==> src/fpu_defs.svh <==
// bfloat16 format parameters
// exponent and fraction widths, exponent bias, canonical quiet NaN

`ifndef FPU_DEFS_SVH
`define FPU_DEFS_SVH

////////////////////////////////////////////////////////////
// format
////////////////////////////////////////////////////////////

// 1 sign bit, 8 exponent bits, 7 fraction bits
`define FPU_EXP_W 8
`define FPU_FRAC_W 7

// exponent bias
`define FPU_BIAS 127

////////////////////////////////////////////////////////////
// special encodings
////////////////////////////////////////////////////////////

// quiet NaN returned by every invalid operation
`define FPU_QNAN 16'h7FC0

`endif
==> src/fpu_pkg.sv <==
// types shared by the bfloat16 unit
// packed float, opcodes, rounding modes, control FSM states

`include "fpu_defs.svh"

package fpu_pkg;

	// packed bfloat16 word
	typedef struct packed {
		logic                   sign;
		logic [`FPU_EXP_W-1:0]  exp;
		logic [`FPU_FRAC_W-1:0] frac;
	} float_t;

	// operations, FPU_IDLE means no request
	typedef enum logic [2:0] {
		FPU_IDLE = 3'd0,
		FPU_MUL  = 3'd1,
		FPU_EQ   = 3'd2,
		FPU_LT   = 3'd3,
		FPU_LE   = 3'd4
	} opcode_t;

	typedef enum logic {
		RND_NEAREST = 1'b0,
		RND_TRUNC   = 1'b1
	} rnd_mode_t;

	// control FSM
	typedef enum logic [1:0] {
		S_IDLE = 2'd0,
		S_WORK = 2'd1,
		S_DONE = 2'd2
	} fpu_state_t;

endpackage

==> src/fpu_if.sv <==
// interfaces inside the unit
// fpu_operand_if: one classified operand
// fpu_result_if: unrounded unit result with guard, round and sticky bits

`timescale 1ns/10ps

`include "fpu_defs.svh"

interface fpu_operand_if;
	logic                   sign;
	logic [`FPU_EXP_W-1:0]  exp;
	// significand with hidden bit, zero for flushed operands
	logic [`FPU_FRAC_W:0]   sig;
	logic                   is_zero;
	logic                   is_inf;
	logic                   is_nan;

	modport source (output sign, exp, sig, is_zero, is_inf, is_nan);
	modport sink (input sign, exp, sig, is_zero, is_inf, is_nan);
endinterface

interface fpu_result_if;
	// single-cycle strobe
	logic                          valid;
	logic                          sign;
	// two extra bits for overflow and underflow range
	logic signed [`FPU_EXP_W+1:0]  exp;
	// fraction, then guard, round, sticky
	logic [`FPU_FRAC_W+2:0]        frac;
	logic                          is_nan;
	logic                          is_inf;

	modport source (output valid, sign, exp, frac, is_nan, is_inf);
	modport sink (input valid, sign, exp, frac, is_nan, is_inf);
endinterface

==> src/fpu_top.sv <==
// top of the bfloat16 unit
// control FSM (idle, work, done), opcode decode and start strobes
// result select, output register and advance handshake

`timescale 1ns/10ps

module fpu_top (
	input  logic               clk,
	input  logic               rst,
	input  logic               flush_i,
	input  logic               padv_i,
	input  fpu_pkg::opcode_t   opcode_i,
	input  fpu_pkg::rnd_mode_t rnd_mode_i,
	input  fpu_pkg::float_t    op1_i,
	input  fpu_pkg::float_t    op2_i,
	output fpu_pkg::float_t    result_o,
	output logic               result_valid_o,
	output logic               ready_o
);
	import fpu_pkg::*;

	localparam int FLOAT_W = $bits(float_t);

	fpu_state_t state_q;
	fpu_state_t state_d;
	opcode_t    opcode_q;
	opcode_t    opcode_d;
	rnd_mode_t  rnd_mode_q;
	rnd_mode_t  rnd_mode_d;
	logic       do_mul_q;
	logic       do_mul_d;
	logic       do_eq_q;
	logic       do_eq_d;
	logic       do_lt_q;
	logic       do_lt_d;
	logic       do_le_q;
	logic       do_le_d;
	float_t     result_d;
	logic       result_valid_d;
	float_t     mul_result;
	logic       cmp_valid;
	logic       cmp_bit;

	fpu_operand_if op1_if ();
	fpu_operand_if op2_if ();
	fpu_result_if  mul_if ();

	////////////////////////////////////////////////////////////
	// state and output registers
	////////////////////////////////////////////////////////////

	always_ff @(posedge clk)
	begin
		if (rst)
		begin
			state_q        <= S_IDLE;
			opcode_q       <= FPU_IDLE;
			rnd_mode_q     <= RND_NEAREST;
			do_mul_q       <= 1'b0;
			do_eq_q        <= 1'b0;
			do_lt_q        <= 1'b0;
			do_le_q        <= 1'b0;
			result_o       <= '0;
			result_valid_o <= 1'b0;
		end
		else
		begin
			state_q        <= state_d;
			opcode_q       <= opcode_d;
			rnd_mode_q     <= rnd_mode_d;
			do_mul_q       <= do_mul_d;
			do_eq_q        <= do_eq_d;
			do_lt_q        <= do_lt_d;
			do_le_q        <= do_le_d;
			result_o       <= result_d;
			result_valid_o <= result_valid_d;
		end
	end

	////////////////////////////////////////////////////////////
	// control FSM
	////////////////////////////////////////////////////////////

	always_comb
	begin
		state_d        = state_q;
		opcode_d       = opcode_q;
		rnd_mode_d     = rnd_mode_q;
		do_mul_d       = 1'b0;
		do_eq_d        = 1'b0;
		do_lt_d        = 1'b0;
		do_le_d        = 1'b0;
		result_d       = result_o;
		result_valid_d = result_valid_o;

		case (state_q)
			S_IDLE:
			begin
				// flush drops the request before any unit starts
				if (opcode_i != FPU_IDLE && !flush_i)
				begin
					state_d    = S_WORK;
					opcode_d   = opcode_i;
					rnd_mode_d = rnd_mode_i;
					do_mul_d   = (opcode_i == FPU_MUL);
					do_eq_d    = (opcode_i == FPU_EQ);
					do_lt_d    = (opcode_i == FPU_LT);
					do_le_d    = (opcode_i == FPU_LE);
				end
			end
			S_WORK:
			begin
				case (opcode_q)
					FPU_MUL:
					begin
						if (mul_if.valid)
						begin
							result_d       = mul_result;
							result_valid_d = 1'b1;
							state_d        = S_DONE;
						end
					end
					FPU_EQ, FPU_LT, FPU_LE:
					begin
						if (cmp_valid)
						begin
							result_d       = float_t'({{(FLOAT_W-1){1'b0}}, cmp_bit});
							result_valid_d = 1'b1;
							state_d        = S_DONE;
						end
					end
					// unknown opcode, nothing was started
					default: state_d = S_IDLE;
				endcase
			end
			S_DONE:
			begin
				if (padv_i)
				begin
					result_valid_d = 1'b0;
					state_d        = S_IDLE;
				end
			end
			default: state_d = S_IDLE;
		endcase
	end

	assign ready_o = (opcode_i == FPU_IDLE) || result_valid_o;

	////////////////////////////////////////////////////////////
	// units
	////////////////////////////////////////////////////////////

	fpu_operand_unpack i_unpack (
		.clk   (clk),
		.rst   (rst),
		.op1_i (op1_i),
		.op2_i (op2_i),
		.op1_o (op1_if),
		.op2_o (op2_if)
	);

	fpu_mul i_mul (
		.clk      (clk),
		.rst      (rst),
		.do_mul_i (do_mul_q),
		.a_i      (op1_if),
		.b_i      (op2_if),
		.res_o    (mul_if)
	);

	fpu_cmp i_cmp (
		.clk     (clk),
		.rst     (rst),
		.do_eq_i (do_eq_q),
		.do_lt_i (do_lt_q),
		.do_le_i (do_le_q),
		.a_i     (op1_if),
		.b_i     (op2_if),
		.valid_o (cmp_valid),
		.cmp_o   (cmp_bit)
	);

	fpu_round i_round (
		.rnd_mode_i (rnd_mode_q),
		.res_i      (mul_if),
		.result_o   (mul_result)
	);

endmodule

==> src/fpu_round.sv <==
// float rounding and repacking of a unit result
// round-to-nearest-even or truncate, carry renormalization
// overflow to infinity, underflow to zero, NaN to canonical NaN

`timescale 1ns/10ps

`include "fpu_defs.svh"

module fpu_round (
	input  fpu_pkg::rnd_mode_t rnd_mode_i,
	fpu_result_if.sink         res_i,
	output fpu_pkg::float_t    result_o
);
	import fpu_pkg::*;

	localparam int EXP_W   = `FPU_EXP_W + 2;
	localparam int EXP_MAX = (1 << `FPU_EXP_W) - 1;

	logic [`FPU_FRAC_W-1:0]  frac_t;
	logic                    guard;
	logic                    round_b;
	logic                    sticky;
	logic                    round_up;
	logic [`FPU_FRAC_W:0]    frac_sum;
	logic signed [EXP_W-1:0] exp_r;

	always_comb
	begin
		{frac_t, guard, round_b, sticky} = res_i.frac;
		// ties go to the even fraction
		round_up = (rnd_mode_i == RND_NEAREST) && guard && (round_b || sticky || frac_t[0]);
		frac_sum = {1'b0, frac_t} + {{`FPU_FRAC_W{1'b0}}, round_up};
		// carry out leaves a zero fraction and bumps the exponent
		exp_r    = res_i.exp + EXP_W'(frac_sum[`FPU_FRAC_W]);

		if (res_i.is_nan)
			result_o = `FPU_QNAN;
		else if (res_i.is_inf || exp_r >= EXP_MAX)
			result_o = '{sign: res_i.sign, exp: '1, frac: '0};
		else if (exp_r <= 0)
			result_o = '{sign: res_i.sign, exp: '0, frac: '0};
		else
			result_o = '{sign: res_i.sign, exp: exp_r[`FPU_EXP_W-1:0],
				frac: frac_sum[`FPU_FRAC_W-1:0]};
	end

endmodule

==> src/fpu_cmp.sv <==
// bfloat16 comparator for EQ, LT and LE
// sign first, then magnitude, reversed for negative values
// +0 equals -0, any NaN gives 0

`timescale 1ns/10ps

`include "fpu_defs.svh"

module fpu_cmp (
	input  logic        clk,
	input  logic        rst,
	input  logic        do_eq_i,
	input  logic        do_lt_i,
	input  logic        do_le_i,
	fpu_operand_if.sink a_i,
	fpu_operand_if.sink b_i,
	output logic        valid_o,
	output logic        cmp_o
);
	localparam int MAG_W = `FPU_EXP_W + `FPU_FRAC_W;

	logic [MAG_W-1:0] mag_a;
	logic [MAG_W-1:0] mag_b;
	logic             any_nan;
	logic             both_zero;
	logic             eq;
	logic             lt;
	logic             cmp_d;

	always_comb
	begin
		// flushed operands already carry a zero significand
		mag_a     = {a_i.exp, a_i.sig[`FPU_FRAC_W-1:0]};
		mag_b     = {b_i.exp, b_i.sig[`FPU_FRAC_W-1:0]};
		any_nan   = a_i.is_nan || b_i.is_nan;
		both_zero = a_i.is_zero && b_i.is_zero;
		eq        = both_zero || ((a_i.sign == b_i.sign) && (mag_a == mag_b));

		if (both_zero)
			lt = 1'b0;
		else if (a_i.sign != b_i.sign)
			lt = a_i.sign;
		else if (a_i.sign)
			lt = (mag_a > mag_b);
		else
			lt = (mag_a < mag_b);

		cmp_d = !any_nan && ((do_eq_i && eq) || (do_lt_i && lt) || (do_le_i && (lt || eq)));
	end

	always_ff @(posedge clk)
	begin
		if (rst)
			valid_o <= 1'b0;
		else
			valid_o <= do_eq_i || do_lt_i || do_le_i;
	end

	always_ff @(posedge clk)
	begin
		if (do_eq_i || do_lt_i || do_le_i)
			cmp_o <= cmp_d;
	end

endmodule

==> src/fpu_mul.sv <==
// bfloat16 multiplier, one cycle from start to valid
// significand product, exponent sum, one-step normalization
// guard/round/sticky extraction and special-case flags

`timescale 1ns/10ps

`include "fpu_defs.svh"

module fpu_mul (
	input  logic         clk,
	input  logic         rst,
	input  logic         do_mul_i,
	fpu_operand_if.sink  a_i,
	fpu_operand_if.sink  b_i,
	fpu_result_if.source res_o
);
	localparam int SIG_W  = `FPU_FRAC_W + 1;
	localparam int PROD_W = 2 * SIG_W;
	localparam int EXP_W  = `FPU_EXP_W + 2;
	localparam int GRS_W  = `FPU_FRAC_W + 3;

	logic [PROD_W-1:0]       prod;
	logic signed [EXP_W-1:0] exp_sum;
	logic signed [EXP_W-1:0] exp_n;
	logic [GRS_W-1:0]        frac_n;
	logic                    nan_n;
	logic                    inf_n;
	logic                    zero_n;

	logic                    valid_q;
	logic                    sign_q;
	logic signed [EXP_W-1:0] exp_q;
	logic [GRS_W-1:0]        frac_q;
	logic                    nan_q;
	logic                    inf_q;

	////////////////////////////////////////////////////////////
	// product and normalization
	////////////////////////////////////////////////////////////

	always_comb
	begin
		prod    = a_i.sig * b_i.sig;
		exp_sum = EXP_W'(a_i.exp) + EXP_W'(b_i.exp) - EXP_W'(`FPU_BIAS);

		// product in [1,4), shift right once when the top bit is set
		if (prod[PROD_W-1])
		begin
			frac_n = {prod[PROD_W-2 -: `FPU_FRAC_W], prod[PROD_W-2-`FPU_FRAC_W],
				prod[PROD_W-3-`FPU_FRAC_W], |prod[PROD_W-4-`FPU_FRAC_W:0]};
			exp_n  = exp_sum + EXP_W'(1);
		end
		else
		begin
			frac_n = {prod[PROD_W-3 -: `FPU_FRAC_W], prod[PROD_W-3-`FPU_FRAC_W],
				prod[PROD_W-4-`FPU_FRAC_W], |prod[PROD_W-5-`FPU_FRAC_W:0]};
			exp_n  = exp_sum;
		end

		// inf times zero is invalid
		nan_n  = a_i.is_nan || b_i.is_nan || (a_i.is_inf && b_i.is_zero) ||
			(a_i.is_zero && b_i.is_inf);
		inf_n  = (a_i.is_inf || b_i.is_inf) && !nan_n;
		zero_n = a_i.is_zero || b_i.is_zero;

		// signed zero, rounder packs exponent 0 as zero
		if (zero_n)
		begin
			exp_n  = '0;
			frac_n = '0;
		end
	end

	////////////////////////////////////////////////////////////
	// output register
	////////////////////////////////////////////////////////////

	always_ff @(posedge clk)
	begin
		if (rst)
			valid_q <= 1'b0;
		else
			valid_q <= do_mul_i;
	end

	always_ff @(posedge clk)
	begin
		if (do_mul_i)
		begin
			sign_q <= a_i.sign ^ b_i.sign;
			exp_q  <= exp_n;
			frac_q <= frac_n;
			nan_q  <= nan_n;
			inf_q  <= inf_n;
		end
	end

	assign res_o.valid  = valid_q;
	assign res_o.sign   = sign_q;
	assign res_o.exp    = exp_q;
	assign res_o.frac   = frac_q;
	assign res_o.is_nan = nan_q;
	assign res_o.is_inf = inf_q;

endmodule

==> src/fpu_operand_unpack.sv <==
// operand unpacking for both operands
// splits fields, adds the hidden bit, classifies zero, infinity and NaN
// denormals are flushed to zero

`timescale 1ns/10ps

`include "fpu_defs.svh"

module fpu_operand_unpack (
	input  logic            clk,
	input  logic            rst,
	input  fpu_pkg::float_t op1_i,
	input  fpu_pkg::float_t op2_i,
	fpu_operand_if.source   op1_o,
	fpu_operand_if.source   op2_o
);
	import fpu_pkg::*;

	typedef struct packed {
		logic                   sign;
		logic [`FPU_EXP_W-1:0]  exp;
		logic [`FPU_FRAC_W:0]   sig;
		logic                   is_zero;
		logic                   is_inf;
		logic                   is_nan;
	} unpacked_t;

	unpacked_t op1_q;
	unpacked_t op2_q;

	function automatic unpacked_t unpack(input float_t f);
		unpacked_t u;
		logic      exp_max;
		exp_max   = &f.exp;
		u.sign    = f.sign;
		u.exp     = f.exp;
		// exponent zero covers denormals too
		u.is_zero = (f.exp == '0);
		u.is_inf  = exp_max && (f.frac == '0);
		u.is_nan  = exp_max && (f.frac != '0);
		u.sig     = u.is_zero ? '0 : {1'b1, f.frac};
		return u;
	endfunction

	always_ff @(posedge clk)
	begin
		if (rst)
		begin
			op1_q <= '0;
			op2_q <= '0;
		end
		else
		begin
			op1_q <= unpack(op1_i);
			op2_q <= unpack(op2_i);
		end
	end

	assign {op1_o.sign, op1_o.exp, op1_o.sig, op1_o.is_zero, op1_o.is_inf, op1_o.is_nan} = op1_q;
	assign {op2_o.sign, op2_o.exp, op2_o.sig, op2_o.is_zero, op2_o.is_inf, op2_o.is_nan} = op2_q;

endmodule

==> config.mk <==
export PLATFORM = sky130hd
export DESIGN_NAME = fpu_top
export DESIGN_NICKNAME = d
export VERILOG_FILES = /design/src/fpu_pkg.sv /design/src/fpu_if.sv /design/src/fpu_top.sv /design/src/fpu_round.sv /design/src/fpu_cmp.sv /design/src/fpu_mul.sv /design/src/fpu_operand_unpack.sv
export VERILOG_INCLUDE_DIRS = /design/src
export SDC_FILE = /design/constraint.sdc
export NUM_CORES = 1
export LEC_CHECK = 0
export BUFFER_PORTS_ARGS = -buffer_cell sky130_fd_sc_hd__buf_2
export CORE_MARGIN = 2
export CORE_UTILIZATION = 30
export DETAILED_ROUTE_END_ITERATION = 8
export MAX_ROUTING_LAYER = met4
export SYNTH_ARGS = -nofsm -noshare
export SYNTH_HDL_FRONTEND = slang
export SYNTH_SLANG_ARGS = --single-unit
==> constraint.sdc <==
create_clock -name clk -period 5.04 [get_ports clk]
set_input_delay 1.008 -clock clk [delete_from_list [all_inputs] [get_ports clk]]
set_output_delay 1.008 -clock clk [all_outputs]
set_load 0.005 [all_outputs]
==> key figures, run 1 <==
Status
  – Status: finished clean

Floorplanning
  – Chip width: 157.3 um
  – Die area: 24760 um2
  – IO Pins: 58
  – Core area: 23260 um2
  – Die Y: 157.3 um
  – Initial Utilization: 0.3032
  – Num rows: 56

Route
  – DR WL/cell: 12.45 um
  – WL final: 14.26 mm
  – DRT Pass-1 Iters: 4
  – Post-route ant nets: 0
  – Vias after detailed routing: 5117
  – Drt drc: 0
  – Number of vias per cell: 4.465
  – DR iter-0 viols: 233

Critical path
  – R2R depth: 18
  – Slowest-stage cell, CP: fa_1
  – WP data arrival: 4.96 ns
  – RR Endpoint: i_mul.res_o.exp[6]
  – Cell mode on critical path: fa_1
  – Setup slack, reg-to-reg: 0.18 ns
  – Top fanout value on the critical path: 8
  – WS Path Type: reg -> reg
  – Slowest stage delay, CP: 0.52 ns
  – CP cell instances: buf_4 -> and2_1 -> fa_1 -> fa_1 -> fa_1 -> inv_1 -> fa_1 -> inv_1 -> ha_2 -> or3_4 -> or2_0 -> o22ai_2 -> o31ai_4 -> xnor2_2 -> buf_6 -> and4b_2 -> xnor2_1 -> nor2_1
  – Critical Path End Type: flip-flop
  – Worst Path Required: 5.14 ns
  – Reg-to-Reg Start: i_unpack.op1_o.sig[4]
  – Worst Setup Start Kind: flip-flop

Clock tree
  – Clk root buf: clkbuf_16
  – Clock slew at reported path FFs: 0.07 ns
  – CTS tree: built
  – Clock buffer depth: 2
  – CTS buffer count: 9
  – Worst-Skew Late Latency: 0.35 ns
  – H-tree depth: 3
  – Clock sinks: 93

Cells and area
  – Final Net Count: 974
  – Syn-to-layout area delta: 15.86%
  – ANT cells: 0
  – Layout cell share with drive strength beyond 1: 0.1584
  – Fin cells: 1146

Synth
  – Cell variety after synth: 75
  – Dominant cell type by area after synthesis: dfxtp_1
  – Adder-Cell Fraction of Synth Area: 0.2380
  – Post-synthesis async set-or-reset flop share: 0
  – Post-synth top area share: 0.1958
  – Largest family of logic cells by synthesized area: adder cells
  – Post-Syn Area: 7054 um2
  – Compound-gate portion of the synthesized area: 0.1130
  – Mapped Cells: 755
  – Post-Synth Simple-Gate Area: 0.2201
  – Avg Cell Area, Syn: 9.343 um2
  – Yosys warns: 0
  – Seq/Total Area, Yosys: 0.2980
  – Synth Flop Type: dfxtp_1
  – Synth area leaders: dfxtp_1 20%, ha_1 13%, fa_1 11%
  – Syn nets: 907
  – #FFs+latches synth: 93
  – Count of flip-flops with a built-in enable after synthesis: 24
  – Xor and xnor area share after synthesis: 0.05640
  – Mux cell area share after synthesis: 0.02004

Timing
  – Slew headroom: 0.3534
  – Period utilisation layout: 0.9647
  – Hold slack: 0.4565 ns
  – Final setup margin: 0.1777 ns
  – Post-layout min period: 4.862 ns
  – Final Hold Viols: 0
  – Least-Margin Pin Slew: 0.9686 ns
  – Final Max Tran Viols: 0
  – Fmax: 205.7 MHz
  – Clock Skew: 0.005569 ns
  – Final setup fails: 0

Hold path
  – Hold EP: result_o[5]
  – Hold path cells: 2
  – Worst Hold Class: reg -> reg
  – Hold_sp: result_o[5]

Global route
  – Initial antenna violation count: 0
  – Grt total ovfl: 0
  – Number of global-route vias before repair: 5018
  – Gr usage total: 0.1251
  – First-pass GRT wire length: 24.42 mm
  – Largest net degree at the start of global routing: 38

Flow run
  – Max Cap Viol: 0

Placed design
  – Buffers on Ports: 57
  – Placed cell count: 1125
  – Pre-CTS setup slack: 0.07316 ns
  – Post-DP HPWL: 11.72 mm
  – RD Place Congestion: 0.8443

Power and ir drop
  – P_leak: 3.595 nW
  – Maximum vdd drop: 0.1811 mV
  – Total power: 0.002007 W
  – Power Density: 245.6 nW/um2
area by class of cell:
type	count	area [um2]
flip-flops and latches	93	2132
inverters	76	285.3
repair buffers	75	427.9
clock inverters	6	92.59
clock buffers	10	239.0
fillers	2404	15090
multi-input cells	567	4597
well taps	319	399.1
worst max path at each step:
stage	startpoint	end	slack, ns	cells after the start
global placement	i_unpack.op2_o.sig[4]	i_mul.res_o.exp[6]	0.12	18
floorplan	i_unpack.op1_o.sig[1]	i_mul.res_o.frac[9]	0.26	17
CTS	i_unpack.op2_o.sig[4]	i_mul.res_o.exp[8]	0.07	18
global route	i_unpack.op1_o.sig[2]	i_mul.res_o.exp[6]	-0.01	18
finish	i_unpack.op1_o.sig[4]	i_mul.res_o.exp[6]	0.18	18
detailed placement	i_unpack.op1_o.sig[4]	i_mul.res_o.exp[6]	0.07	18
cell usage after synthesis (9+ instances only):
library cell / number
ha_1: 75
nand4_1: 10
a21oi_1: 18
dfxtp_1: 69
xnor2_1: 25
inv_1: 76
nor4_1: 12
edfxtp_1: 24
nand2_1: 46
nor2_1: 61
nor2b_1: 27
nand3_1: 16
a22o_1: 9
xor2_1: 13
fa_1: 37
mux2i_1: 13
and2_1: 59
nand2b_1: 11
o21ai_0: 25
report_power, final:
group	leakage [nW]	switching [W]	internal, W
Sequential	0.794	0.0000278	0.000800
Clock	0.161	0.000296	0.000452
Combinational	2.64	0.000239	0.000192
Total	3.60	0.000563	0.00144
stage by stage:
| step | setup TNS (ns) | area (um2) | util |
|---|---|---|---|
| 2_1_floorplan | 0 | 7054 | - |
| 3_3_place_gp | 0 | 7737 | 0.3326 |
| 5_1_grt | -0.01635 | 8173 | 0.3513 |
| 4_1_cts | 0 | 8069 | 0.3469 |
| 6_report | 0 | 8173 | 0.3513 |
| 3_5_place_dp | 0 | 7737 | 0.3326 |
logic make-up after synthesis:
group                      Yosys count
muxes                               14
xor gates and xnor gates            42
adders and majority gates          112
buffers and inverters               95
AOI/OAI and AO/OA                  110
and+or+nand+nor                    289
DFF                                 93
critical path, delay by kind of cell (launching register included):
kind / cells / cell delay [ns]
AOI/OAI and AO/OA: 2 / 0.29
xor gates and xnor gates: 2 / 0.35
adders and majority gates: 5 / 2.10
buffers and inverters: 4 / 0.39
DFF: 1 / 0.37
and+or+nand+nor: 5 / 1.11
repair_timing:
item	in CTS	in global routing
hold buffers	0	0
hold endpoints to repair	0	0
setup buffers	0	5
gates resized for setup	0	28
endpoints found under the setup margin	0	20
state kept, by name (all words and copies together), names as in the netlist, 3 cells and up:
name and flops:
opcode_q 3, i_unpack.op1_o.sig 8, i_unpack.op2_o.exp 8, result_o 16, i_mul.res_o.exp 10, i_unpack.op2_o.sig 8
i_mul.res_o.frac 10, i_unpack.op1_o.exp 8
placed cells by master, fill, tap and decap left out, types with 13 or more instances in the layout:
| master | synthesis | final |
|---|---|---|
| buf_4 | 1 | 16 |
| xnor2_1 | 25 | 25 |
| a21oi_1 | 18 | 18 |
| and2_1 | 59 | 58 |
| dfxtp_1 | 69 | 57 |
| inv_1 | 76 | 76 |
| edfxtp_1 | 24 | 24 |
| mux2i_1 | 13 | 13 |
| nor2_1 | 61 | 61 |
| nor2b_1 | 27 | 27 |
| o21ai_0 | 25 | 25 |
| fa_1 | 37 | 37 |
| nand3_1 | 16 | 16 |
| ha_1 | 75 | 72 |
| nand2_1 | 46 | 44 |
| buf_2 | 7 | 57 |
| xor2_1 | 13 | 13 |
layer usage:
metal / vias to the layer above / global-route usage / wire length, um
met3: 18 / 0.02808 / 617
met5: - / - / 0
li1: 2705 / - / -
met1: 2305 / 0.1764 / 7467
met2: 89 / 0.1784 / 5946
met4: 0 / 0.03680 / 233
Power figures use the tool's default switching activity.
==> run 2, diff against run 1 <==
- ABC_AREA: default -> 1
==> key figures, run 2 <==
Global route
  – Grt total ovfl: 0 (unchanged)
  – Initial antenna violation count: 0 (unchanged)
  – First-pass GRT wire length: 25.67 mm (+5.1%)
  – Gr usage total: 0.1241 (-0.001051)
  – Largest net degree at the start of global routing: 43 (+13%)
  – Number of global-route vias before repair: 5613 (+12%)

Clock tree
  – Clock sinks: 93 (unchanged)
  – Clock buffer depth: 2 (unchanged)
  – Clk root buf: clkbuf_16
  – Hold buffers post-CTS: 0 (unchanged)
  – CTS buffer count: 9 (unchanged)
  – CTS tree: built
  – Clock slew at reported path FFs: 0.07 ns (about the same)
  – Postcts setup bufs: 0 (unchanged)
  – PostCTS Resize Cnt: 0 (unchanged)
  – H-tree depth: 3 (unchanged)
  – Worst-Skew Late Latency: 0.35 ns (about the same)

Critical path
  – Worst Path Required: 5.14 ns (about the same)
  – WS Path Type: reg -> reg
  – Worst Setup Start Kind: flip-flop
  – Top fanout value on the critical path: 9 (+1)
  – WP data arrival: 4.68 ns (-0.28 ns)
  – Critical Path End Type: flip-flop

Synth
  – Dominant cell type by area after synthesis: dfxtp_1
  – Yosys warns: 0 (unchanged)
  – Commonest cells in the netlist: 220 x inv_1, 205 x nand2_1, 96 x nor2_1
  – Syn nets: 1152 (+27%)
  – Post-synthesis async set-or-reset flop share: 0 (unchanged)
  – Post-Syn Area: 7408 um2 (+5.0%)
  – Most numerous cell in the Yosys netlist: inv_1
  – Synth area leaders: dfxtp_1 19%, ha_1 13%, inv_1 11%
  – Count of flip-flops with a built-in enable after synthesis: 24 (unchanged)
  – Post-synth top area share: 0.1865 (-0.009359)
  – Cell variety after synth: 45 (-40%)
  – Avg Cell Area, Syn: 7.408 um2 (-21%)
  – Seq/Total Area, Yosys: 0.2837 (-0.01424)
  – Synth Flop Type: dfxtp_1
  – #FFs+latches synth: 93 (unchanged)
  – Mapped Cells: 1000 (+32%)

Power and ir drop
  – Total power: 0.002014 W (+0.31%)
  – Sw power: 0.0006401 W (+14%)
  – Clock power frac: 0.334 (-0.039)
  – Maximum vdd drop: 0.1414 mV (-22%)
  – Sequential share of power: 0.423 (+0.010)
  – Internal cell power: 0.001374 W (-4.9%)
  – Power Density: 241.4 nW/um2 (-1.7%)
  – P_leak: 4.565 nW (+27%)
  – Logic gate share of total power: 0.243 (+0.028)
  – Sw frac: 0.3179 (+0.03764)

Timing
  – Clock Skew: 0.007848 ns (+0.002279 ns)
  – Fmax: 218.3 MHz (+6.2%)
  – Final Hold Viols: 0 (unchanged)
  – Least-Margin Pin Slew: 0.9655 ns (-0.003092 ns)
  – Setup TNS: 0 ns (unchanged)
  – RSZ-0062 raised after global routing: no
  – Slew headroom: 0.3539 (+0.0005670)
  – Post-layout min period: 4.580 ns (-0.2821 ns)
  – Final Max Tran Viols: 0 (unchanged)
  – Final setup fails: 0 (unchanged)
  – Period utilisation layout: 0.9088 (-0.05596)

Cells and area
  – Filler Cell Count: 2633 (+9.5%)
  – Final Net Count: 1205 (+24%)
  – ANT cells: 0 (unchanged)
  – Most common cell after layout, fill and taps aside: inv_1
  – Largest register FFs: 16 (unchanged)
  – Sequential cell area: 2102 um2 (-1.4%)
  – Largest Register: result_o
  – Commonest non-fill, non-tap cells in the layout: 220 x inv_1, 205 x nand2_1, 96 x nor2_1
  – Area of the multi-input gates: 4363 um2 (-5.1%)
  – Layout cell share with drive strength beyond 1: 0.1238 (-0.03459)
  – Syn-to-layout area delta: 12.62%

Floorplanning
  – Num rows: 57 (+1.8%)
  – Die area: 25970 um2 (+4.9%)
  – Core area: 24250 um2 (+4.2%)
  – Initial Utilization: 0.3055 (+0.002272)
  – Die Y: 161.1 um (+2.4%)
  – Chip width: 161.1 um (+2.4%)
  – IO Pins: 58 (unchanged)

Hold path
  – Worst Hold Class: reg -> reg

Placed design
  – Post-DP HPWL: 12.78 mm (+9.1%)
  – RD Place Congestion: 0.8341 (-1.2%)
  – Buffers on Ports: 57 (unchanged)

Route
  – Post-route ant nets: 0 (unchanged)
  – WL final: 15.02 mm (+5.3%)
  – DRT Pass-1 Iters: 4 (unchanged)
  – DR iter-0 viols: 329 (+41%)
  – Drt drc: 0 (unchanged)
  – Number of vias per cell: 4.327 (-3.1%)
  – Vias after detailed routing: 5980 (+17%)
  – DR WL/cell: 10.87 um (-13%)

Flow run
  – Max Cap Viol: 0 (unchanged)

Status
  – Status: finished clean
==> run 2: cell types whose count changed in the layout (fill, tap and decap cells not counted), moves of 27 or more <==
cell | before | now
nor2_1 | 61 | 96
nor2b_1 | 27 | 0
and2_1 | 58 | 0
nand3_1 | 16 | 46
inv_1 | 76 | 220
a21oi_1 | 18 | 47
nand2_1 | 44 | 205
==> run 2: kinds of logic after synthesis <==
family | synth area share
adder cells (fa/ha/maj) | 0.2267
AND/OR/NAND/NOR | 0.2603
flip-flops | 0.2837
AO/OA/AOI/OAI | 0.07854
XOR/XNOR | 0.02348
buffers and inverters | 0.1273
==> run 2: final timing paths <==
| check | end | cells after the start | slack, ns | start |
|---|---|---|---|---|
| worst min register to register | result_o[15] | 2 | 0.46 | result_o[15] |
| worst min-delay path | result_o[15] | 2 | 0.46 | result_o[15] |
| worst max-delay path | i_mul.res_o.frac[8] | 17 | 0.46 | i_unpack.op1_o.sig[1] |
| worst max register to register | i_mul.res_o.frac[8] | 17 | 0.46 | i_unpack.op1_o.sig[1] |
==> run 2: through the flow <==
step           hold slack, ns  instance area [um2]  setup slack, ns    util  instances
4_1_cts                0.4623                 8343           0.4451  0.3441       1382
5_1_grt                0.4844                 8343          0.09713  0.3441       1382
6_report               0.4611                 8343           0.4598  0.3441       1382
3_3_place_gp           0.4527                 8043           0.5020  0.3317       1366
2_1_floorplan          0.4562                 7408           0.6187       -       1000
3_5_place_dp           0.4522                 8043           0.4599  0.3317       1366
==> run 2: layer usage <==
| layer | up-vias | GRT usage | part of all wire |
|---|---|---|---|
| met2 | 91 | 0.1922 | 0.44 |
| met1 | 2674 | 0.1682 | 0.51 |
| met4 | 0 | 0.02760 | 0.0093 |
| met5 | - | - | 0 |
| met3 | 11 | 0.02465 | 0.040 |
| li1 | 3204 | - | - |
==> run 2: area by class of cell <==
cell class | instances | share of cell area
Clock buffer | 11 | 0.03044
Clock inverter | 5 | 0.005549
Sequential cell | 93 | 0.2520
Tap cell | 324 | 0.04859
Timing Repair Buffer | 60 | 0.03689
Multi-Input combinational cell | 659 | 0.5229
Inverter | 230 | 0.1036
==> run 2: critical path, cell delays in order (launching register included) <==
cell,delay (ns)
dfxtp_1,0.53
nand2_1,0.13
fa_1,0.51
fa_1,0.55
inv_1,0.05
fa_1,0.52
inv_1,0.05
fa_1,0.52
inv_1,0.04
ha_1,0.33
a21o_1,0.21
a21oi_1,0.18
o21ai_0,0.16
a21oi_1,0.19
xor2_1,0.19
nand2_1,0.07
nand2_1,0.06
nor2_1,0.04
==> run 2: power groups by stage <==
stage | registers (W) | logic [W] | clock network (W)
finish | 0.000851 | 0.000489 | 0.000673
global route | 0.000858 | 0.000574 | 0.000720
global placement | 0.000867 | 0.000484 | 0
detailed placement | 0.000869 | 0.000491 | 0
floorplan | 0.000853 | 0.000384 | 0
CTS | 0.000851 | 0.000496 | 0.000692
==> run 3, diff against run 2 <==
- CTS_BUF_LIST: default -> sky130_fd_sc_hd__clkbuf_8
==> key figures, run 3 (synthesis results as in run 2) <==
Status
  – Status: finished clean

Critical path
  – WS Path Type: reg -> reg
  – Worst Path Required: 5.18 ns (+0.04 ns)
  – Top fanout value on the critical path: 9 (unchanged)
  – Slowest-stage cell, CP: fa_1
  – CP cell instances: nand2_1 -> fa_1 -> fa_1 -> inv_1 -> fa_1 -> inv_1 -> fa_1 -> inv_1 -> ha_1 -> a21o_1 -> a21oi_1 -> o21ai_0 -> a21oi_1 -> xor2_1 -> nand2_1 -> nand2_1 -> nor2_1
  – Slowest stage delay, CP: 0.55 ns (about the same)
  – Critical Path End Type: flip-flop
  – Cell mode on critical path: fa_1
  – Worst Setup Start Kind: flip-flop
  – WP data arrival: 4.72 ns (+0.04 ns)

Floorplanning
  – Core area: 24250 um2 (unchanged)
  – Num rows: 57 (unchanged)
  – Chip width: 161.1 um (unchanged)
  – Die Y: 161.1 um (unchanged)
  – Die area: 25970 um2 (unchanged)
  – Initial Utilization: 0.3055 (unchanged)
  – IO Pins: 58 (unchanged)

Cells and area
  – Largest Register: result_o
  – Most common cell after layout, fill and taps aside: inv_1
  – Largest register FFs: 16 (unchanged)
  – Syn-to-layout area delta: 11.32%
  – ANT cells: 0 (unchanged)
  – Fin cells: 1382 (unchanged)
  – Commonest non-fill, non-tap cells in the layout: 221 x inv_1, 205 x nand2_1, 96 x nor2_1
  – Filler Cell Count: 2649 (+0.61%)
  – Final Net Count: 1205 (unchanged)
  – Layout cell share with drive strength beyond 1: 0.1238 (unchanged)
  – Final instance area: 8247 um2 (-1.2%)

Placed design
  – Buffers on Ports: 57 (unchanged)
  – Post-DP HPWL: 12.78 mm (unchanged)
  – Post-DP Area: 8043 um2 (unchanged)
  – RD Place Congestion: 0.8341 (unchanged)
  – Placed cell count: 1366 (unchanged)

Global route
  – Grt total ovfl: 0 (unchanged)
  – Largest net degree at the start of global routing: 43 (unchanged)
  – Gr usage total: 0.1236 (-0.0004440)
  – First-pass GRT wire length: 25.63 mm (-0.16%)
  – Initial antenna violation count: 0 (unchanged)
  – Number of global-route vias before repair: 5558 (-0.98%)

Flow run
  – Max Cap Viol: 0 (unchanged)

Timing
  – Hold slack: 0.4656 ns (+0.004537 ns)
  – Clock Skew: 0.01096 ns (+0.003107 ns)
  – Least-Margin Pin Slew: 0.9787 ns (+0.01312 ns)
  – Final setup fails: 0 (unchanged)
  – Slew headroom: 0.3452 (-0.008778)
  – Fmax: 218.2 MHz (about the same)
  – Setup TNS: 0 ns (unchanged)
  – RSZ-0062 raised after global routing: no
  – Final Max Tran Viols: 0 (unchanged)
  – Post-layout min period: 4.583 ns (+0.002399 ns)
  – Period utilisation layout: 0.9093 (about the same)
  – Final Hold Viols: 0 (unchanged)

Clock tree
  – H-tree depth: 3 (unchanged)
  – CTS buffer count: 9 (unchanged)
  – Clock buffer depth: 2 (unchanged)
  – Postcts setup bufs: 0 (unchanged)
  – Clock slew at reported path FFs: 0.10 ns (+0.03 ns)
  – Clk root buf: clkbuf_8
  – CTS tree: built
  – Clock sinks: 93 (unchanged)
  – Worst-Skew Late Latency: 0.38 ns (+0.03 ns)
  – PostCTS Resize Cnt: 0 (unchanged)
  – Hold buffers post-CTS: 0 (unchanged)

Route
  – DR WL/cell: 10.84 um (-0.25%)
  – DR iter-0 viols: 351 (+6.7%)
  – DRT Pass-1 Iters: 4 (unchanged)
  – Post-route ant nets: 0 (unchanged)
  – Drt drc: 0 (unchanged)
  – WL final: 14.98 mm (-0.25%)
  – Number of vias per cell: 4.299 (-0.65%)
  – Vias after detailed routing: 5941 (-0.65%)

Power and ir drop
  – P_leak: 4.525 nW (-0.88%)
  – Maximum vdd drop: 0.1544 mV (+9.2%)
  – Power Density: 225.2 nW/um2 (-6.7%)

Hold path
  – Worst Hold Class: reg -> reg
run 3: cell types whose count changed in the layout (fill, tap and decap cells not counted), sizes merged:
cell	before	now
clkbuf	11	9
bufinv	0	1
inv	231	232
run 3: critical path: cells and delay by family (launching register included):
family          cells  cell delay, ns
compound gates      4            0.74
xor+xnor            1            0.19
fa+ha+maj           5            2.43
buf+inv             3            0.14
flops               1            0.54
simple gates        4            0.30
run 3: layout make-up:
cell class	instances	area (um2)	share of cell area
Multi-Input combinational cell	659	4363	0.5291
Sequential cell	93	2102	0.2549
Inverter	230	864.6	0.1048
Tap cell	324	405.4	0.04916
Timing Repair Buffer	60	307.8	0.03732
Clock buffer	9	123.9	0.01502
Clock inverter	7	80.08	0.009710
run 3: worst paths after layout:
| kind | startpoint | to | slack, ns | depth (start not counted) |
|---|---|---|---|---|
| setup / recovery | i_unpack.op1_o.sig[1] | i_mul.res_o.frac[8] | 0.46 | 17 |
| hold / removal | result_o[15] | result_o[15] | 0.47 | 2 |
| setup reg to reg | i_unpack.op1_o.sig[1] | i_mul.res_o.frac[8] | 0.46 | 17 |
| hold reg to reg | result_o[15] | result_o[15] | 0.47 | 2 |
run 3: power breakdown:
part,internal [W],switching (W),leakage (nW)
registers,0.000813,0.0000369,0.783
clock network,0.000237,0.000281,0.108
logic,0.000185,0.000304,3.63
run 3: per-layer routing:
layer	part of all wire	vias up	track usage	wire length (um)
met2	0.44	66	0.1900	6530
li1	-	3199	-	-
met5	0	-	-	0
met4	0.0083	0	0.02435	125
met1	0.52	2667	0.1698	7854
met3	0.032	9	0.02491	474
run 3: per-stage QoR:
stage / worst slack (ns) / util / total power (W)
after global routing: 0.1001 / 0.3401 / 0.001995
final: 0.4574 / 0.3401 / 0.001857
after floorplan: 0.6187 / - / 0.001237
after CTS: 0.4457 / 0.3401 / 0.001884
after detailed placement: 0.4599 / 0.3317 / 0.001359
after global placement: 0.5020 / 0.3317 / 0.001351
